`src/logic/pp_pkg.sv`:
```
// frame geometry, pixel and read structs, bank controller states
`default_nettype none

package pp_pkg;

  //////////////////////////////////////////////////
  // frame geometry
  //////////////////////////////////////////////////
  localparam int FRAME_DEPTH = 768;  // pixels per frame
  localparam int ADDR_W      = 10;   // wide enough to hold FRAME_DEPTH itself
  localparam int PIX_W       = 8;    // grey level pixel

  //////////////////////////////////////////////////
  // payload structs
  //////////////////////////////////////////////////

  // one pixel, also the bank word
  typedef struct packed {
    logic [PIX_W-1:0] value;  // intensity
  } pix_t;

  // engine read request
  typedef struct packed {
    logic [ADDR_W-1:0] addr;  // pixel index in read bank
  } rd_req_t;

  // engine read response
  typedef struct packed {
    pix_t pix;  // pixel at requested addr
  } rd_rsp_t;

  //////////////////////////////////////////////////
  // bank controller
  //////////////////////////////////////////////////
  typedef enum logic [1:0] {
    FILL = 2'd0,  // loader writes fill bank
    HOLD = 2'd1,  // fill bank full, read bank busy
    SWAP = 2'd2   // one cycle bank exchange
  } bank_state_e;

endpackage

`default_nettype wire
```
`src/logic/pp_read_port.sv`:
```
// engine read port with request acceptance, bank read and held response
`timescale 1ns/1ps
`default_nettype none

module pp_read_port (
  input  logic                      i_clk_input,
  input  logic                      i_rst_n,
  input  logic                      i_frame_ready,   // read bank occupied
  input  logic                      i_rd_req_valid,
  input  pp_pkg::rd_req_t           i_rd_req,
  output logic                      o_rd_req_ready,
  output logic                      o_bank_en,       // read strobe to read bank
  output logic [pp_pkg::ADDR_W-1:0] o_bank_addr,
  input  pp_pkg::pix_t              i_bank_rdata,    // one cycle after strobe
  output logic                      o_rd_rsp_valid,
  output pp_pkg::rd_rsp_t           o_rd_rsp,
  input  logic                      i_rd_rsp_ready
);

  import pp_pkg::*;

  logic accept;       // request transfer
  logic rsp_valid_q;  // response pending
  logic fresh_q;      // bank data arrives this cycle
  pix_t hold_q;       // copy of bank data while stalled

  // room when empty or being drained now
  assign o_rd_req_ready = i_frame_ready && (!rsp_valid_q || i_rd_rsp_ready);
  assign accept         = i_rd_req_valid && o_rd_req_ready;

  assign o_bank_en   = accept;          // one pulse per request
  assign o_bank_addr = i_rd_req.addr;

  //////////////////////////////////////////////////
  // response control
  //////////////////////////////////////////////////
  always_ff @(posedge i_clk_input) begin
    if (!i_rst_n) begin
      rsp_valid_q <= 1'b0;
      fresh_q     <= 1'b0;
    end else begin
      fresh_q <= accept;  // sram output lands next cycle
      if (accept) begin
        rsp_valid_q <= 1'b1;  // new one replaces taken one
      end else if (i_rd_rsp_ready) begin
        rsp_valid_q <= 1'b0;  // taken, nothing behind it
      end
    end
  end

  // capture data as it arrives
  always_ff @(posedge i_clk_input) begin
    if (fresh_q) begin
      hold_q <= i_bank_rdata;
    end
  end

  // first cycle straight from sram, then from hold reg
  always_comb begin
    o_rd_rsp.pix = fresh_q ? i_bank_rdata : hold_q;
  end

  assign o_rd_rsp_valid = rsp_valid_q;

endmodule

`default_nettype wire

```
`config.mk`:
```
export PLATFORM = sky130hd
export DESIGN_NAME = pp_read_port
export DESIGN_NICKNAME = d
export VERILOG_FILES = /design/src/logic/pp_pkg.sv /design/src/logic/pp_read_port.sv
export SDC_FILE = /design/constraint.sdc
export NUM_CORES = 1
export LEC_CHECK = 0
export BUFFER_PORTS_ARGS = -buffer_cell sky130_fd_sc_hd__buf_2
export CAP_MARGIN = 30
export CORE_AREA = 2 2 39 41
export CTS_CLUSTER_SIZE = 12
export DETAILED_ROUTE_END_ITERATION = 10
export DIE_AREA = 0 0 41 43
export PLACE_DENSITY_LB_ADDON = 0.3
export SLEW_MARGIN = 20
export SYNTH_ARGS = -nofsm -noshare
export SYNTH_HDL_FRONTEND = slang
export SYNTH_SLANG_ARGS = --single-unit
```
`constraint.sdc`:
```
create_clock -name i_clk_input -period 2 [get_ports i_clk_input]
set_input_delay 0.1 -clock i_clk_input [delete_from_list [all_inputs] [get_ports i_clk_input]]
set_output_delay 0.1 -clock i_clk_input [all_outputs]
set_load 0.05 [all_outputs]
```
=== Word-level counts from Yosys, hierarchy flattened ===
Index checks and enable logic that the tools add are counted.

* Bits in registers: 10
* Input bits: 23
* Output and inout bits: 21
* Logic and storage cells: 11

* Muxes and demuxes: 3
* Reductions and logical operators: 5

{| class="wikitable"
|+ Operators by type and width
! kind !! count
|-
| two-way mux 8 bit || 1
|-
| logical AND 1 bit || 2
|-
| two-way mux 1 bit || 2
|-
| nonzero test 2 bit || 1
|-
| logical NOT 1 bit || 1
|-
| logical OR 1 bit || 1
|}

=== Logic depth before layout (Yosys ltp) ===
Gate-level depths: netlist of run 1.

* Depth in word-level cells: 5
* Depth in mapped cells: 2
* Mapped depth without buffers: 2

=== Worst setup path before layout of run 1 ===
Ideal clock, no wire load.

* Kind: input to output
* Start point: input o_rd_rsp_valid
* End point: output o_bank_en
* Arrival time: 1365 ps
* Data required time: 1900 ps
* Slack: 535 ps
* Cell stages on the path: 3
* Path buffers: 0
* Cells stage by stage: dfxtp_1 nand2b_1 nor2b_1

* Word-level cells in the longest chain between the ends: 4

{| class="wikitable"
|+ RTL lines
! what !! line !! RTL
|-
| start: declaration || pp_read_port.sv:15 || <nowiki>output logic o_rd_rsp_valid,</nowiki>
|-
| logical NOT 1 bit || pp_read_port.sv:28 || <nowiki>assign o_rd_req_ready = i_frame_ready && (!rsp_valid_q || i_rd_rsp_ready);</nowiki>
|-
| logical OR 1 bit || pp_read_port.sv:28 ||
|-
| logical AND 1 bit || pp_read_port.sv:28 ||
|-
| logical AND 1 bit || pp_read_port.sv:29 || <nowiki>assign accept = i_rd_req_valid && o_rd_req_ready;</nowiki>
|-
| end: declaration || pp_read_port.sv:12 || <nowiki>output logic o_bank_en,</nowiki>
|}

Every way passes these cells.

==> impl_metrics.ini, run 1 <==
[status]
status = finished clean

[worst_hold_path]
worstHoldStart = i_bank_rdata[5]
hold_depth = 2
hold_path_end = hold_q[5]
hold_path_class = in2reg

[clock_network]
tritoncts = built
clock_latency_ns = 0.26
clk_pin_slew_worst_paths_ns = 0.06
cts_hold_buf = 0
cts_setup_buffers = 0
htree_levels = 1
ctsResizeCount = 0
cts_inserted_buffers = 3
clock_path_buffers = 2
clockRootBuffer = clkbuf_4
cts_sinks = 10

[placed_design]
hpwl_um = 635
port_buffers = 23
gp_congestion = 0.622
place_area_um2 = 494

[synth]
yosysTopAreaCell = dfxtp_1
synth-main-ff-cell = dfxtp_1
async_flop_share = 0
synthesis.area_um2 = 445
synth_top_area_share = 0.449
synth-edff-count = 0
ys_top_cells_by_area = dfxtp_1 45%, mux2_4 27%, buf_4 17%
ys_ff_latch = 10
netlist_instances = 35
syn_area_per_cell_um2 = 12.7
synth_fp_nets = 58
synth_commonest_cells = 10 x buf_4, 10 x dfxtp_1, 8 x mux2_4
synth_seq_area_share = 0.449
yosysUniqueCellTypes = 10
yosysWarnings = 0

[detailed_routing]
first_pass_iters = 1
routed_wl_um = 758
post_drt_wl_per_cell_um = 11.5
drt.antenna.violating_nets = 0
via_count = 289
vias_per_cell = 4.38
drc = 0
drt_iter0_markers = 0

[global_route]
grt_pass1_wl_mm = 1.13
grt_max_degree = 9
grt_pass1_vias = 277
track_usage = 0.101
antenna_found_initial = 0
gr-total-overflow = 0

[floorplan]
num_rows = 14
start_util = 0.322
core_area_um2 = 1380
io_pins = 44
die_area_um2 = 1760
die_h_um = 43
die_w_um = 41

[finish]
fin_nets = 75
area_growth_pct = 16.0
fin_area_um2 = 517
diodes = 0
drive_above_1_share = 0.680

[worst_setup_path]
rrSetupSlack_ns = 0.93
reg2reg_from = fresh_q
crit_required_ns = 1.90
path_class = reg2out
worst_ep_arrival_time_ns = 1.43
worst_setup_path_end_kind = output pin
worstRegToRegCells = 1
cp_max_fo = 8
r2r-end = hold_q[3]
cp-start-kind = flip-flop

[sta]
finClkSkew_ns = 0.00114
setup_viol = 0
whs_ns = 0.0770
fmax_mhz = 654
tightest_slew_ns = 0.467
rsz0062_at_grt = no
setup_tns_ns = 0
fin_crit_sh = 0.764
period_needed_ns = 1.53
hold_viol = 0
slew_headroom = 0.689
slew_violations = 0

[flow_run]
max_cap_viol_count = 0

[power_and_ir_drop]
p_leak_nw = 0.262
pwr_density_cell_nw_per_um2 = 1210
vdd_drop_max_mv = 0.420
registers in the layout, indices dropped and copies added, names as in the netlist:
| signal | cells |
|---|---|
| hold_q | 8 |
| fresh_q | 1 |
| o_rd_rsp_valid | 1 |
cell usage in the layout (no fill, tap or decap), drive strengths merged:
master and n:
nand2b 1, a21boi 1, mux2 8, and4 1
clkbuf 3, and2 1, dfxtp 10, nor2b 1
buf 23, nand2 1
cells by family (layout without fill, tap and decap cells):
kind of cell | after synthesis | count (layout) | share of synthesized area
flops | 10 | 10 | 0.449
compound gates | 1 | 1 | 0.0169
mux | 8 | 8 | 0.270
buf+inv | 11 | 26 | 0.194
simple gates | 5 | 5 | 0.0702
power by group:
| group | switching [mW] | internal [mW] | leakage [nW] |
|---|---|---|---|
| logic | 0.166 | 0.0801 | 0.164 |
| registers | 0.0129 | 0.236 | 0.0839 |
| clock network | 0.0618 | 0.0692 | 0.0138 |
how the worst max path moves through the flow:
stage | from | endpoint | slack [ns]
after floorplan | o_rd_rsp_valid | o_bank_en | 0.53
after detailed placement | fresh_q | o_rd_rsp[3] | 0.73
after global placement | fresh_q | o_rd_rsp[1] | 0.74
after CTS | fresh_q | o_rd_rsp[3] | 0.44
after global routing | fresh_q | o_rd_rsp[3] | 0.41
final | fresh_q | o_rd_rsp[3] | 0.47
final cells by class:
cell class	instances	area [um2]
Fill cell	140	867
Sequential cell	10	200
Multi-Input combinational cell	14	159
Timing Repair Buffer	23	115
Clock buffer	3	22.5
Tap cell	16	20.0
critical path, cell delays in order (launching register included):
cell and delay, ns:
dfxtp_1 0.61, mux2_4 0.35, buf_2 0.21
routing by layer:
| layer | vias up | track usage | wire [um] |
|---|---|---|---|
| li1 | 137 | - | - |
| met1 | 125 | 0.104 | 316 |
| met4 | 0 | 0.0800 | 0 |
| met2 | 27 | 0.134 | 314 |
| met5 | - | 0 | 0 |
| met3 | 0 | 0.0681 | 127 |
stage by stage:
| stage | util | total power [mW] | setup WS [ns] | cells |
|---|---|---|---|---|
| 4_1_cts | 0.373 | 0.638 | 0.439 | 66 |
| 3_5_place_dp | 0.357 | 0.503 | 0.729 | 63 |
| 6_report | 0.373 | 0.626 | 0.471 | 66 |
| 2_1_floorplan | - | 0.508 | 0.535 | 35 |
| 3_3_place_gp | 0.357 | 0.498 | 0.741 | 63 |
| 5_1_grt | 0.373 | 0.664 | 0.409 | 66 |
No activity file was read; power rests on OpenSTA's default activity.
==> run 2, diff against run 1 <==
- ABC_AREA: unset -> 1
- CORE_AREA: 2 2 39 41 -> unset
- CORE_MARGIN: unset -> 2
- CORE_UTILIZATION: unset -> 30
- DIE_AREA: 0 0 41 43 -> unset
- clock period: 2 -> 1.4 ns (I/O delays scaled with it)
==> run 2 against run 1 <==
  * Global-route usage decreased by 1.4 points
  * Non-clock buffer count unchanged
  * Count of clock-buffer cells in the layout grew 1
  * Combinational power increased by 19%
  * Largest cell class unchanged
  * Largest power group unchanged
==> impl_metrics.ini, run 2 <==
[status]
status = finished clean

[synth]
synth-compound-area-share = 0.103
synth_xor_area_frac = 0
synthSimpleGateAreaFrac = 0.114
synth_fp_nets = 81
netlist_instances = 58
synth-main-ff-cell = dfxtp_1
synth-edff-count = 0
synthesis.area_um2 = 438
ys_ff_latch = 10
async_flop_share = 0
synth_seq_area_share = 0.457
synth_commonest_cells = 15 x inv_1, 10 x buf_4, 10 x dfxtp_1, 10 x nand2_1, 9 x o21ai_0
yosysUniqueCellTypes = 8
synth_top_family_by_area = buffers and inverters
yosysWarnings = 0
yosysTopAreaCell = dfxtp_1
synth_top_area_share = 0.457
ys_top_cells_by_area = dfxtp_1 46%, buf_4 17%, inv_1 13%
synthAdderAreaFrac = 0
syn_area_per_cell_um2 = 7.55
post-synth-top-count-cell = inv_1
muxShareOfSynthArea = 0

[finish]
num-fill-cells = 149
area_growth_pct = 22.0
fin_nets = 98
regMostFlops = hold_q
largest_reg_flops = 8
drive_above_1_share = 0.392
diodes = 0
layout_commonest_cell = buf_2
layout_common_cells = 20 x buf_2, 15 x inv_1, 10 x nand2_1
final_core_util = 0.401

[clock_network]
cts_sinks = 10
clock_path_buffers = 2
clockRootBuffer = clkbuf_4
clk_pin_slew_worst_paths_ns = 0.06
htree_levels = 1
cts_inserted_buffers = 3
clock_latency_ns = 0.26
tritoncts = built

[worst_setup_path]
worst_setup_path_end_kind = output pin
rrSetupSlack_ns = 0.64
path_class = reg2out
crit_required_ns = 1.33
worst_ep_arrival_time_ns = 1.20
cp-start-kind = flip-flop
cp_max_fo = 16

[detailed_routing]
via_count = 340
drt.antenna.violating_nets = 0
vias_per_cell = 3.82
drc = 0
first_pass_iters = 2
routed_wl_um = 682
post_drt_wl_per_cell_um = 7.66
drt_iter0_markers = 2

[sta]
rsz0062_at_grt = no
fin_crit_sh = 0.909
finClkSkew_ns = 0.000843
setup_tns_ns = 0
slew_violations = 0
period_needed_ns = 1.27
whs_ns = 0.00971
fmax_mhz = 786
tightest_slew_ns = 0.240
setup_viol = 0
slew_headroom = 0.840
hold_viol = 0

[placed_design]
gp_congestion = 0.674
port_buffers = 23
hpwl_um = 526

[floorplan]
io_pins = 44
die_w_um = 42.2
die_area_um2 = 1780
start_util = 0.328
die_h_um = 42.2
num_rows = 13
core_area_um2 = 1330

[global_route]
gr-total-overflow = 0
antenna_found_initial = 0
track_usage = 0.0866
grt_pass1_vias = 285
grt_max_degree = 17
grt_pass1_wl_mm = 1.15

[power_and_ir_drop]
pwr_density_cell_nw_per_um2 = 1670
vdd_drop_max_mv = 0.829
p_leak_nw = 0.312

[flow_run]
max_cap_viol_count = 0

[worst_hold_path]
hold_path_class = in2reg
==> run 2: layout make-up <==
type                       count  area, um2  area share
sequential                    10        201       0.377
timing repair buffer          23        123       0.230
multi-input combinational     22       98.8       0.185
inverter                      15       56.3       0.105
clock buffer                   4       36.3      0.0679
tap                           15       18.8      0.0351
==> run 2: cell families (layout without fill, tap and decap cells) <==
logic type | Yosys count | count (layout)
buffers and inverters | 26 | 42
and+or+nand+nor | 13 | 13
DFF | 10 | 10
AOI/OAI and AO/OA | 9 | 9
==> run 2: path summary, 6_finish.rpt <==
kind	to	depth (start not counted)	start
min reg2reg	hold_q[3]	2	hold_q[3]
max reg2reg	hold_q[1]	1	fresh_q
max	o_rd_rsp[7]	3	fresh_q
min	o_rd_rsp_valid	3	i_rst_n
==> run 2: per-layer routing <==
layer	GRT usage	routed length (um)	up-vias
met5	0	0	-
met4	0.0313	0	0
met3	0.0690	116	0
met2	0.117	266	20
met1	0.101	299	126
li1	-	-	194
==> run 2: stage by stage <==
| stage | instance area, um2 | worst slack [ns] | total power, mW | cells |
|---|---|---|---|---|
| final | 534 | 0.128 | 0.891 | 89 |
| after global routing | 534 | 0.00464 | 0.941 | 89 |
| after CTS | 527 | 0.0951 | 0.902 | 89 |
| after detailed placement | 489 | 0.246 | 0.640 | 85 |
| after global placement | 489 | 0.238 | 0.638 | 85 |
| after floorplan | 442 | -0.327 | 0.649 | 58 |
==> run 2: report_power, final <==
part	total (mW)	switching (mW)	internal (mW)
combinational	0.293	0.223	0.0706
sequential	0.345	0.0140	0.331
clock	0.253	0.0952	0.158
==> run 2: worst max-delay path, stage by stage (launching register included) <==
cell	delay [ns]
dfxtp_2	0.47
nand2_1	0.07
o21ai_0	0.10
buf_2	0.30
==> run 2: timing repair <==
action	CTS	global route
setup buffers	0	0
gates resized for setup	1	3
endpoints found under the setup margin	8	3
hold buffers	0	0
==> run 3, diff against run 2 <==
- ABC_AREA: 1 -> unset
==> run 3 against run 2 <==
  * Global-route usage rose by 0.69 points
  * Count of clock-buffer cells in the layout unchanged
  * Fmax down 4.5%
  * Sequential power is 1% higher
  * Critical path depth unchanged
  * Setup slack worse by 0.059 ns
  * Clock power is essentially flat
  * Routed wire length up 15%
  * Sequential share of layout area down 0.84 points
  * Critical path type unchanged
  * Largest power group is now combinational logic
==> impl_metrics.ini, run 3 (synthesis gave the netlist of run 1 again) <==
[clock_network]
clk_pin_slew_worst_paths_ns = 0.07
cts_inserted_buffers = 3
htree_levels = 1
cts_sinks = 10
clock_latency_ns = 0.26
tritoncts = built
clockRootBuffer = clkbuf_4
clock_path_buffers = 2

[sta]
slew_headroom = 0.833
rsz0062_at_grt = no
setup_tns_ns = 0
finClkSkew_ns = 0.00335
hold_viol = 0
fmax_mhz = 751
tightest_slew_ns = 0.252
slew_violations = 0
period_needed_ns = 1.33
setup_viol = 0
fin_crit_sh = 0.951

[global_route]
grt_max_degree = 9
grt_pass1_wl_mm = 1.19
grt_pass1_vias = 283
track_usage = 0.0935
antenna_found_initial = 0
gr-total-overflow = 0

[floorplan]
num_rows = 13
die_h_um = 42.5
die_w_um = 42.5
io_pins = 44
die_area_um2 = 1810
start_util = 0.330
core_area_um2 = 1350

[finish]
layout_commonest_cell = buf_2
area_growth_pct = 21.9
drive_above_1_share = 0.712
final_core_util = 0.402
layout_common_cells = 23 x buf_2, 10 x dfxtp_1, 8 x mux2_4
largest_reg_flops = 8
regMostFlops = hold_q
diodes = 0
fin_nets = 76

[power_and_ir_drop]
p_leak_nw = 0.277
p_total_mw = 0.959
vdd_drop_max_mv = 0.831
pwr_density_cell_nw_per_um2 = 1770

[detailed_routing]
drt.antenna.violating_nets = 0
drt_iter0_markers = 4
vias_per_cell = 4.42
post_drt_wl_per_cell_um = 11.7
routed_wl_um = 785
drc = 0
via_count = 296
first_pass_iters = 4

[worst_setup_path]
cp-startpoint = fresh_q
critPathCapture = o_rd_rsp[6]
reg2reg_from = fresh_q
rrSetupSlack_ns = 0.50
cp-start-kind = flip-flop
crit_required_ns = 1.33
worst_ep_arrival_time_ns = 1.26
worst_setup_path_end_kind = output pin
worstRegToRegCells = 2
r2r-end = hold_q[2]
cp_max_fo = 8
path_class = reg2out

[placed_design]
hpwl_um = 584
port_buffers = 23
gp_congestion = 0.594

[flow_run]
max_cap_viol_count = 0

[worst_hold_path]
hold_path_class = in2reg

[status]
status = finished clean
-- run 3: where the power goes --
part           leakage (nW)  switching, mW  internal [mW]
registers            0.0839         0.0128          0.337
logic                 0.172          0.241          0.117
clock network        0.0210         0.0936          0.158
total                 0.277          0.348          0.611
-- run 3: what timing repair did --
item,in CTS,in global routing
gates resized for setup,0,1
endpoints found under the setup margin,0,8
buffers inserted,0,0
hold buffers,0,0
-- run 3: worst max-delay path, stage by stage, from the launching register on --
cell and delay [ns]:
dfxtp_1 0.32, buf_6 0.16, mux2_4 0.31, buf_2 0.21
-- run 3: worst min-delay path by stage --
stage                    startpoint              to  slack, ns  depth (start not counted)
floorplan                   i_rst_n  o_rd_rsp_valid       0.22                          1
global route        i_bank_rdata[3]       hold_q[3]       0.03                          2
global placement        i_rd_req[4]  o_bank_addr[4]       0.14                          0
CTS                 i_bank_rdata[5]       hold_q[5]       0.03                          2
detailed placement      i_rd_req[4]  o_bank_addr[4]       0.14                          0
finish              i_bank_rdata[5]       hold_q[5]       0.04                          2
-- run 3: metal layers --
metal,vias to the layer above,wire length [um],share of wire,track usage
met4,0,46,0.059,0.100
met5,-,0,0,0
met3,10,124,0.16,0.0819
met1,125,293,0.37,0.0827
li1,141,-,-,-
met2,20,320,0.41,0.120
-- run 3: layout make-up --
cell class              count  area (um2)
flip-flops and latches     10         200
multi-input cells          14         161
fillers                   141         807
well taps                  15        18.8
repair buffers             24         126
clock buffers               4        36.3
-- run 3: per-stage QoR --
stage / hold slack (ns) / setup WS [ns] / instances / instance area [um2]
after global placement: 0.140 / 0.329 / 63 / 503
after floorplan: 0.224 / 0.213 / 35 / 448
after CTS: 0.0340 / 0.0248 / 67 / 539
after detailed placement: 0.140 / 0.316 / 63 / 503
final: 0.0432 / 0.0687 / 67 / 543
after global routing: 0.0271 / 0.0105 / 67 / 543
