## src/logic/pp_pkg.sv

```systemverilog
// frame geometry, pixel and read structs, bank controller states
`default_nettype none

package pp_pkg;

  //////////////////////////////////////////////////
  // frame geometry
  //////////////////////////////////////////////////
  localparam int FRAME_DEPTH = 768;  // pixels per frame
  localparam int ADDR_W      = 10;   // wide enough to hold FRAME_DEPTH itself
  localparam int PIX_W       = 8;    // grey level pixel

  //////////////////////////////////////////////////
  // payload structs
  //////////////////////////////////////////////////

  // one pixel, also the bank word
  typedef struct packed {
    logic [PIX_W-1:0] value;  // intensity
  } pix_t;

  // engine read request
  typedef struct packed {
    logic [ADDR_W-1:0] addr;  // pixel index in read bank
  } rd_req_t;

  // engine read response
  typedef struct packed {
    pix_t pix;  // pixel at requested addr
  } rd_rsp_t;

  //////////////////////////////////////////////////
  // bank controller
  //////////////////////////////////////////////////
  typedef enum logic [1:0] {
    FILL = 2'd0,  // loader writes fill bank
    HOLD = 2'd1,  // fill bank full, read bank busy
    SWAP = 2'd2   // one cycle bank exchange
  } bank_state_e;

endpackage

`default_nettype wire
```

## src/logic/pp_fill_counter.sv

```systemverilog
// fill bank write-address counter with full flag and clear
`timescale 1ns/1ps
`default_nettype none

module pp_fill_counter (
  input  logic                      i_clk_input,
  input  logic                      i_rst_n,
  input  logic                      i_clear,   // back to 0 on swap
  input  logic                      i_inc,     // accepted write beat
  output logic [pp_pkg::ADDR_W-1:0] o_addr,    // next write address
  output logic                      o_full     // frame complete
);

  import pp_pkg::*;

  logic [ADDR_W-1:0] count_q;  // beats written so far
  logic              full;     // count at frame depth

  assign full = (count_q == ADDR_W'(FRAME_DEPTH));  // 768 fits in ADDR_W

  //////////////////////////////////////////////////
  // count
  //////////////////////////////////////////////////
  always_ff @(posedge i_clk_input) begin
    if (!i_rst_n) begin
      count_q <= '0;
    end else if (i_clear) begin
      count_q <= '0;  // new fill bank starts empty
    end else if (i_inc && !full) begin
      count_q <= count_q + 1'b1;  // saturates at depth
    end
  end

  assign o_addr = count_q;  // beat goes to current count
  assign o_full = full;

endmodule

`default_nettype wire

```

## config.mk

```make
export PLATFORM = sky130hd
export DESIGN_NAME = pp_fill_counter
export DESIGN_NICKNAME = d
export VERILOG_FILES = /design/src/logic/pp_pkg.sv /design/src/logic/pp_fill_counter.sv
export SDC_FILE = /design/constraint.sdc
export NUM_CORES = 1
export LEC_CHECK = 0
export BUFFER_PORTS_ARGS = -buffer_cell sky130_fd_sc_hd__buf_4
export CAP_MARGIN = 20
export CELL_PAD_IN_SITES_DETAIL_PLACEMENT = 1
export CELL_PAD_IN_SITES_GLOBAL_PLACEMENT = 2
export CORE_MARGIN = 1
export CORE_UTILIZATION = 26
export DETAILED_ROUTE_END_ITERATION = 7
export PLACE_DENSITY = 0.71
export SETUP_SLACK_MARGIN = 0.2
export SYNTH_ARGS = -nofsm -noshare
export SYNTH_HDL_FRONTEND = slang
export SYNTH_SLANG_ARGS = --single-unit
```

## constraint.sdc

```tcl
create_clock -name i_clk_input -period 1.5 [get_ports i_clk_input]
set_clock_uncertainty 0.05 [all_clocks]
set_input_delay 0.075 -clock i_clk_input [delete_from_list [all_inputs] [get_ports i_clk_input]]
set_output_delay 0.075 -clock i_clk_input [all_outputs]
set_load 0.01 [all_outputs]
```

==> After elaboration in Yosys (flattened, before gate mapping) <==
Cells that the tools add are included.
{ "classes": {"bitwise_logic": 1, "n_addsub": 1, "eq_ne": 1, "n_reduce_logical": 3} }
{ "op_table": {"columns": ["operator", "count"], "rows": [
  ["10-bit by 1-bit adder with 10-bit output, second input constant", 1],
  ["10-bit equality test, second input constant", 1],
  ["2-bit OR reduction", 1],
  ["1-bit logical AND", 1],
  ["1-bit logical NOT", 1],
  ["1-bit NOT", 1]
]} }
{ "totals": {"out_inout_bits": 11, "ff_bits": 10, "in_bits": 4, "elab_cells": 7} }

==> Longest topological paths before layout <==
Gate-level depths: netlist of run 1.
{ "logic_depth": {"word_depth": 3, "ltp_mapped": 5, "ltp_nobuf": 5} }

==> Worst setup path after synthesis of run 1 <==
OpenSTA, ideal clock, no wires.
{ "synth_timing": {"path_type": "input port to flip-flop", "startpoint": "input port o_addr[3] in the netlist's numbering", "endpoint": "register count_q[2] (netlist: o_addr[2])", "n_path_buf": 1, "setup_ns": 0.124, "slack_ns": 0.071, "required_time_ns": 1.326, "cell_stages": 5, "arrival_time_ns": 1.255, "path_cell_list": "dfxtp_1 -> buf_6 -> or4b_4 -> o31ai_2 -> a21oi_1"} }
{ "synth_between": {"elab_chain_len": 3} }
{ "synth_lines": {"columns": ["element", "line", "source"], "rows": [
  ["start, declared", "pp_fill_counter.sv:10", "output logic [pp_pkg::ADDR_W-1:0] o_addr,"],
  ["10-bit equality test", "pp_fill_counter.sv:19", "assign full = (count_q == ADDR_W'(FRAME_DEPTH));"],
  ["1-bit logical NOT", "pp_fill_counter.sv:29", "end else if (i_inc && !full) begin"],
  ["1-bit logical AND", "pp_fill_counter.sv:29", null],
  ["end signal, assigned", "pp_fill_counter.sv:30", "count_q <= count_q + 1'b1;"],
  ["end, declared", "pp_fill_counter.sv:16", "logic [ADDR_W-1:0] count_q;"]
]} }
No other way between the ends.
A chain may end at the register's enable or synchronous reset.

==> Worst setup path in the final report of run 1 <==
{ "layout_timing": {"startpoint": "input port o_addr[9] in the netlist's numbering", "endpoint": "output port o_full"} }
{ "layout_between": {"elab_chain_len": 1} }
{ "layout_lines": {"columns": ["element", "line", "source"], "rows": [
  ["10-bit equality test", "pp_fill_counter.sv:19", null],
  ["end, declared", "pp_fill_counter.sv:11", "output logic o_full"]
]} }
No other way between the ends.

==> results of run 1 <==
==> critical path, stage by stage, from the launching register on <==
cell     delay (ns)
dfxtp_2        0.36
or3b_4         0.42
nor2_1         0.13
buf_4          0.13
==> metal layers <==
metal / up-vias / track usage, % / wire, um
met5: - / 0 / 0
li1: 332 / - / -
met4: 0 / 6.19 / 24
met1: 329 / 21.2 / 925
met3: 5 / 6.17 / 86
met2: 15 / 28.4 / 1080
==> through the flow <==
stage	setup WS (ns)	util, %	area (sq um)
floorplan	0.153	-	609
global placement	0.106	37.3	769
detailed placement	0.0538	37.3	769
CTS	0.0807	45.9	947
global route	0.0241	51.6	1060
finish	0.0671	51.6	1060
==> final cells by class <==
type	instances	area (sq um)
Tap cell	27	33.8
Timing Repair Buffer	32	251
Fill cell	246	997
Multi-Input combinational cell	54	505
Sequential cell	10	220
Inverter	4	17.5
Clock buffer	4	36.3
==> kinds of logic (layout without fill, tap and decap cells) <==
group / Yosys count / count (layout) / share of synthesized area [%]
adders and majority gates: 2 / 2 / 4.20
buffers and inverters: 6 / 40 / 5.25
xor gates and xnor gates: 2 / 2 / 2.94
AOI/OAI and AO/OA: 16 / 16 / 18.5
DFF: 10 / 10 / 33.6
muxes: 1 / 1 / 1.68
and+or+nand+nor: 33 / 33 / 33.8
==> where the power goes <==
group | switching (W) | internal (W) | leakage (nW)
sequential | 0.00000915 | 0.000266 | 0.0859
combinational | 0.0000434 | 0.0000454 | 0.293
clock | 0.000102 | 0.000148 | 0.0210
total | 0.000155 | 0.000459 | 0.400
==> synth_stat cells, drive strengths merged <==
library cell | n | area share (%)
xor2 | 2 | 2.9
ha | 2 | 4.2
nand4b | 1 | 1.5
nor2 | 3 | 1.9
nand3 | 4 | 3.4
o311ai | 1 | 1.5
o41ai | 1 | 1.5
nor4b | 1 | 1.5
mux2i | 1 | 1.7
nand4 | 3 | 3.2
buf | 2 | 2.7
nor4 | 1 | 1.1
o31ai | 1 | 2.1
a21o | 1 | 1.3
inv | 4 | 2.5
nor4bb | 1 | 1.7
a22oi | 1 | 1.3
and3b | 1 | 1.5
o21ai | 4 | 3.4
or4b | 1 | 2.3
nand2 | 6 | 3.8
nor2b | 3 | 3.2
dfxtp | 10 | 34
nand2b | 3 | 3.2
o211ai | 2 | 2.5
nor3b | 1 | 1.3
a21oi | 4 | 3.4
or3 | 3 | 3.2
or3b | 1 | 1.5
o32a | 1 | 1.7
==> repair_timing <==
action                                  in CTS  in global routing
gates resized for setup                     20                 18
pin swaps                                    4                 10
endpoints found under the setup margin       9                  9
endpoints found under the hold margin        0                  0
setup buffers                                9                  4
==> cell usage in the layout, fill, tap and decap left out, drive strengths merged <==
cell type   n
buf        32
dfxtp      10
nand2       6
o21ai       4
a21oi       4
nand3       4
clkbuf      4
inv         4
nor2        3
nand4       3
nand2b      3
nor2b       3
or3         3
xor2        2
o211ai      2
ha          2
nor4b       1
or3b        1
or4b        1
and3b       1
o31ai       1
nor3b       1
nand4b      1
o32a        1
a21o        1
nor4bb      1
a22oi       1
o311ai      1
o41ai       1
nor4        1
mux2i       1
==> how the worst max path moves through the flow <==
stage | start | end | slack, ns | cells past startpoint
global route | o_addr[2]$_SDFFE_PP0P_ | o_full | 0.02 | 4
detailed placement | o_addr[2]$_SDFFE_PP0P_ | o_full | 0.05 | 4
floorplan | o_addr[3]$_SDFFE_PP0P_ | o_addr[2]$_SDFFE_PP0P_ | 0.15 | 4
finish | o_addr[9]$_SDFFE_PP0P_ | o_full | 0.07 | 3
CTS | o_addr[3]$_SDFFE_PP0P_ | o_full | 0.08 | 4
global placement | o_addr[2]$_SDFFE_PP0P_ | o_full | 0.11 | 4
==> flow_summary.ini, run 1 <==
[setup_path]
critPathKind = flop to output port
regToRegSetupSlack_ns = 0.09
cp-end-kind = output port
cp.arrival_ns = 1.31
crit_path_max_fanout = 5
r2r-start = o_addr[3]$_SDFFE_PP0P_
worstRegToRegCells = 3
critPathRequiredTime_ns = 1.37
cp-start-kind = flop
r2r_end = o_addr[2]$_SDFFE_PP0P_

[sta]
finalHoldViolations = 0
finalCriticalPeriod_ns = 1.43
finalCritPeriodShare_pct = 95.5
relSlewSlack_pct = 55.4
worst_slew_pin_slew_ns = 0.667
setup_violations = 0
whs_ns = 0.0600
fmax_mhz = 698
drv_slew = 0
rsz0062_at_grt = yes
fin_setup_tns_ns = 0

[worst_hold_path]
worstHoldStart = i_clear
holdPathStages = 4
hold_end = o_addr[0]$_SDFFE_PP0P_
hold_path_class = input port to flop

[clock_network]
cts_tree = built
cts.path.max_buffers = 2
cts_buffers = 3
cts-root-buf = clkbuf_4
clk_pin_slew_ns = 0.07
hold_buffers = 0
htreeDepth = 1
clock_sinks = 10
clkLatencyLatePin_ns = 0.27

[drt]
drt_iter0_drc = 17
drt-wirelength-per-cell_um = 16.1
drcViolationCount = 0
routed_wl_um = 2120
postRouteAntennaNets = 0
num_vias = 681
viasPerCell = 5.20
drt_pass1_iterations = 4

[die]
die_width_um = 49.9
core_sq_um = 2060
die_y_um = 49.9
rows = 16
start_util_pct = 28.9
io_pins = 15
die-area_sq_um = 2490

[layout]
areaGrowthSynthToFinish_pct = 78.8
drive_gt1_share_pct = 63.5
fin_cells = 131
largest_register_ff_count = 10
fin_nets = 111
antenna_cells = 0

[logic_synthesis]
ys_ff_latch = 10
yosys.cell_types.count = 32
syn_area_per_cell_sq_um = 8.51
ys_warn_count = 0
syn_nets = 76
syn_inst = 70
synth_seq_area_share_pct = 33.6
syn_area_sq_um = 596

[global_routing]
grt_pass1_vias = 673
antenna_found_initial = 0
grt_max_degree = 10
grt-ovfl-total = 0
grt_pass1_wl_um = 3260
grt_usage_pct = 17.5

[pwr]
p_leak_nw = 0.400
max-vdd-ir-drop_v = 0.000465
power_w = 0.000614
power_density_nw_per_um2 = 576

[placed_design]
dp_hpwl_um = 1290
gp_congestion = 0.749
placed_cells = 114
port_buffers = 14

[outcome]
outcome = finished clean

[job]
cap_viol_max_count = 0
No activity file was read; power rests on OpenSTA's default activity.
==> run 2, diff against run 1 <==
==> constraint.sdc (replaced) <==
create_clock -name i_clk_input -period 1.5 [get_ports i_clk_input]
set_clock_uncertainty 0.05 [all_clocks]
set_input_delay 0.3 -clock i_clk_input [delete_from_list [all_inputs] [get_ports i_clk_input]]
set_output_delay 0.3 -clock i_clk_input [all_outputs]
set_load 0.01 [all_outputs]
==> run 2 against run 1 <==
The flow now finishes with violations (negative setup slack); global-route usage rose by 1.4 points; first-iteration DRC count fell by 76%; combinational power rose by 32%; maximum frequency fell by 11%; final area rose by 12%; clock power barely moved; sequential power fell by 2%; die area did not move; via count rose by 3.1%; register-to-register slack got worse by 0.18 ns; largest power group unchanged; highest routed layer unchanged.
==> flow_summary.ini, run 2 (same netlist as run 1, synthesis figures left out) <==
[global_routing]
grt-ovfl-total = 0
grt_usage_pct = 18.9
grt_max_degree = 9
antenna_found_initial = 0
grt_pass1_wl_um = 3410
grt_pass1_vias = 685

[pwr]
power_w = 0.000635
power_density_nw_per_um2 = 533
max-vdd-ir-drop_v = 0.000423
p_leak_nw = 0.472

[sta]
fin_ws_ns = -0.113
finalCritPeriodShare_pct = 108
setup_violations = 4
drv_slew = 0
fmax_mhz = 620
finalCriticalPeriod_ns = 1.61
rsz0062_at_grt = yes
relSlewSlack_pct = 74.3
finalHoldViolations = 0
worst_slew_pin_slew_ns = 0.380

[clock_network]
clkLatencyLatePin_ns = 0.27
cts_buffers = 3
cts.path.max_buffers = 2
clk_pin_slew_ns = 0.07
clock_sinks = 10
hold_buffers = 0
cts_tree = built
htreeDepth = 1
cts-root-buf = clkbuf_4

[placed_design]
gp_congestion = 0.839
placed_cells = 114
dp_hpwl_um = 1270
port_buffers = 14

[layout]
fill_cells = 228
layout_commonest_cell = buf_4
final_util_pct = 57.8
antenna_cells = 0
areaGrowthSynthToFinish_pct = 100
fin_nets = 120
fin_cells = 140
final_cell_mix = buf_4, buf_6, nand2_1, dfxtp_4, dfxtp_2
drive_gt1_share_pct = 68.1
regArea_sq_um = 225
multiInputGateArea_sq_um = 512
largest_register_ff_count = 10

[setup_path]
cp.arrival_ns = 1.26
worstPathBufferInverterCount = 1
crit_chain = nor4b_4 > nand2_2 > nor2_4 > buf_6
path_depth = 4
critPathSlowestCell = dfxtp_4
worstRegToRegCells = 5
crit_path_max_fanout = 2
crit_family = simple AND/OR/NAND/NOR gates
slowest_delay_ns = 0.36
cp-end-kind = output port
critPathKind = flop to output port
cp-start-kind = flop
critPathRequiredTime_ns = 1.15

[drt]
drcViolationCount = 0
postRouteAntennaNets = 0
drt_iter0_drc = 4
drt-wirelength-per-cell_um = 15.4
drt_pass1_iterations = 3
num_vias = 702
routed_wl_um = 2150
viasPerCell = 5.01

[worst_hold_path]
holdPathStages = 4
hold_path_class = input port to flop

[die]
die_y_um = 49.9
core_sq_um = 2060
io_pins = 15
start_util_pct = 28.9
die_width_um = 49.9
rows = 16
die-area_sq_um = 2490

[job]
cap_viol_max_count = 0

[outcome]
violations = negative setup slack
outcome = complete, but fails checks
run 2: cell types whose count changed in the layout (fill, tap and decap cells not counted), sizes merged:
cell,change
buf,+9
run 2: worst paths after layout:
path	slack (ns)	to	start
hold / removal	0.33	o_addr[0]$_SDFFE_PP0P_	i_clear
setup reg to reg	-0.09	o_addr[2]$_SDFFE_PP0P_	o_addr[4]$_SDFFE_PP0P_
setup / recovery	-0.11	o_full	o_addr[4]$_SDFFE_PP0P_
hold reg to reg	0.51	o_addr[2]$_SDFFE_PP0P_	o_addr[2]$_SDFFE_PP0P_
run 2: worst reg2reg max path: stages (launching register included):
cell,delay (ns)
dfxtp_4,0.36
buf_6,0.11
buf_6,0.11
or4b_4,0.52
o31ai_2,0.22
a21oi_1,0.09
run 2: timing repair:
item | in CTS | in global routing
pin swaps | 12 | 9
gates resized for setup | 34 | 18
endpoints found under the setup margin | 9 | 12
setup buffers | 15 | 7
run 2: final cells by class:
class	instances	share of cell area (%)
Timing Repair Buffer	41	30.9
Tap cell	27	2.83
Inverter	4	1.47
Clock buffer	4	3.04
Sequential cell	10	18.9
Multi-Input combinational cell	54	42.9
run 2: power breakdown:
| part | switching, W | internal [W] | leakage, nW | total [W] |
|---|---|---|---|---|
| logic | 0.0000513 | 0.0000654 | 0.364 | 0.000117 |
| registers | 0.00000541 | 0.000264 | 0.0872 | 0.000269 |
| clock network | 0.000102 | 0.000148 | 0.0210 | 0.000250 |
run 2: per-stage QoR:
step | worst slack (ns) | setup TNS, ns | hold slack (ns) | cell area, sq um
finish | -0.113 | -0.258 | 0.330 | 1190
global route | -0.169 | -0.437 | 0.346 | 1190
CTS | -0.105 | -0.105 | 0.323 | 1060
detailed placement | 0.0569 | 0 | 0.455 | 779
global placement | 0.0521 | 0 | 0.436 | 779
floorplan | 0.148 | 0 | 0.449 | 619
run 2: routing by layer:
| layer | routed length (um) | part of all wire [%] | global-route usage [%] | vias up |
|---|---|---|---|---|
| met5 | 0 | 0 | 0 | - |
| met4 | 27 | 1.3 | 5.71 | 0 |
| met3 | 56 | 2.6 | 5.56 | 5 |
| met2 | 1060 | 49 | 30.2 | 9 |
| met1 | 1000 | 47 | 24.3 | 343 |
| li1 | - | - | - | 345 |
==> run 3, diff against run 2 <==
--- a/config.mk
+++ b/config.mk
@@ -7,12 +7,12 @@
 export LEC_CHECK = 0
 export BUFFER_PORTS_ARGS = -buffer_cell sky130_fd_sc_hd__buf_4
 export CAP_MARGIN = 20
-export CELL_PAD_IN_SITES_DETAIL_PLACEMENT = 1
-export CELL_PAD_IN_SITES_GLOBAL_PLACEMENT = 2
+export CELL_PAD_IN_SITES_DETAIL_PLACEMENT = 0
+export CELL_PAD_IN_SITES_GLOBAL_PLACEMENT = 1
 export CORE_MARGIN = 1
-export CORE_UTILIZATION = 26
+export CORE_UTILIZATION = 33
 export DETAILED_ROUTE_END_ITERATION = 7
-export PLACE_DENSITY = 0.71
+export PLACE_DENSITY_LB_ADDON = 0.1
 export SETUP_SLACK_MARGIN = 0.2
 export SYNTH_ARGS = -nofsm -noshare
 export SYNTH_HDL_FRONTEND = slang
==> run 3 against run 2 <==
The run still ends with negative setup slack left; non-clock buffer count decreased by 7; worst setup slack worse by 0.011 ns; total power is 2.0% lower; final area decreased by 10%; combinational power shrank 16%; sequential share of layout area up 1.9 points; global-route usage rose by 1.9 points; highest routed layer unchanged; via count shrank 2.6%; die area is 20% lower; first-iteration DRC count rose to 4.3 times the previous value.
==> flow_summary.ini, run 3 (same netlist as run 1, synthesis figures left out) <==
[layout]
fin_nets = 113
fin_cells = 130
largest_register_ff_count = 10
layout_commonest_cell = buf_4
areaGrowthSynthToFinish_pct = 79.8
drive_gt1_share_pct = 60.4
fill_cells = 128
final_cell_mix = buf_4, buf_6, nand2_1, dfxtp_4, a21oi_1
antenna_cells = 0

[global_routing]
grt_max_degree = 10
grt_pass1_wl_um = 3010
grt_usage_pct = 20.8
grt-ovfl-total = 0
antenna_found_initial = 0
grt_pass1_vias = 661

[die]
die-area_sq_um = 1980
rows = 14
start_util_pct = 37.4
die_width_um = 44.5
io_pins = 15
die_y_um = 44.5
core_sq_um = 1590

[worst_hold_path]
hold_path_class = input port to flop

[pwr]
comb_power_share_pct = 15.8
power_w = 0.000623
max-vdd-ir-drop_v = 0.000476
seqPwrFrac_pct = 43.2
netSwitchingFraction_pct = 25.8
power_density_nw_per_um2 = 582
p_leak_nw = 0.409
internal-power_w = 0.000462
clkPwrFrac_pct = 41.1
p_switching_w = 0.000161

[outcome]
violations = negative setup slack
outcome = complete, but fails checks

[drt]
drt_iter0_drc = 17
drt_pass1_iterations = 4
routed_wl_um = 1820
num_vias = 684
viasPerCell = 5.26
postRouteAntennaNets = 0
drcViolationCount = 0
drt-wirelength-per-cell_um = 14.0

[sta]
fin_ws_ns = -0.124
setup_violations = 1
relSlewSlack_pct = 70.8
finalCriticalPeriod_ns = 1.62
worst_slew_pin_slew_ns = 0.432
finalCritPeriodShare_pct = 108
rsz0062_at_grt = yes
finalHoldViolations = 0
drv_slew = 0
fmax_mhz = 616

[clock_network]
hold_buffers = 0
clock_sinks = 10
cts-root-buf = clkbuf_4
clk_pin_slew_ns = 0.08
cts_tree = built
cts.path.max_buffers = 2
clkLatencyLatePin_ns = 0.27
cts_buffers = 3
htreeDepth = 1

[setup_path]
critPathSlowestCell = dfxtp_4
crit_path_max_fanout = 4
critPathRequiredTime_ns = 1.15
cp-end-kind = output port
critPathKind = flop to output port
cp.arrival_ns = 1.27
crit_family = simple AND/OR/NAND/NOR gates
worstPathBufferInverterCount = 1
slowest_delay_ns = 0.37
crit_chain = nor4b_4 > nand2_2 > nor2_4 > buf_6
cp-start-kind = flop

[job]
cap_viol_max_count = 0

[placed_design]
dp_hpwl_um = 1090
gp_congestion = 0.738
placed_cells = 114
port_buffers = 14
post-place-ws_ns = 0.0664
run 3: changes by cell type in the layout (fill, tap and decap cells not counted), sizes merged:
| cell | change |
|---|---|
| buf | -7 |
run 3: layer usage:
layer	track usage, %	part of all wire, %
met1	25.8	45
met2	33.8	49
met3	6.53	3.6
met4	7.27	1.8
met5	0	0
run 3: worst reg2reg max path, cell delays in order, from the launching register on:
cell     delay (ns)
dfxtp_4        0.36
buf_6          0.13
or4b_4         0.51
o31ai_4        0.18
a21oi_1        0.09
run 3: final timing paths:
path	from	end	slack, ns	cells after the start
max	o_addr[3]$_SDFFE_PP0P_	o_full	-0.12	4
min reg2reg	o_addr[5]$_SDFFE_PP0P_	o_addr[5]$_SDFFE_PP0P_	0.51	2
max reg2reg	o_addr[2]$_SDFFE_PP0P_	o_addr[2]$_SDFFE_PP0P_	0.08	4
min	i_clear	o_addr[0]$_SDFFE_PP0P_	0.32	4
run 3: timing repair:
item | CTS | global route
hold endpoints to repair | 0 | 0
setup endpoints to repair | 7 | 13
resized for setup | 25 | 12
pin swaps | 14 | 8
buffers inserted | 10 | 2
run 3: power groups by stage:
stage               Sequential [W]  Combinational, W  Clock [W]
finish                    0.000269         0.0000982   0.000256
global route              0.000269          0.000107   0.000273
detailed placement        0.000284         0.0000577          0
CTS                       0.000269         0.0000912   0.000256
global placement          0.000284         0.0000577          0
floorplan                 0.000284         0.0000317          0
run 3: through the flow:
step                      TNS (ns)  util [%]  instance area [sq um]  hold WS (ns)
final                       -0.124      67.2                   1070         0.323
after global routing        -0.185      67.2                   1070         0.325
after CTS                   -0.103      63.3                   1010         0.313
after detailed placement         0      50.1                    798         0.457
after global placement           0      50.1                    798         0.443
after floorplan                  0         -                    619         0.449
run 3: final cells by class:
type,instances,area (sq um),area share [%]
well taps,24,30.0,2.80
clock buffers,4,36.3,3.39
repair buffers,34,282,26.3
inverters,4,17.5,1.64
multi-input cells,54,483,45.1
flip-flops and latches,10,223,20.8
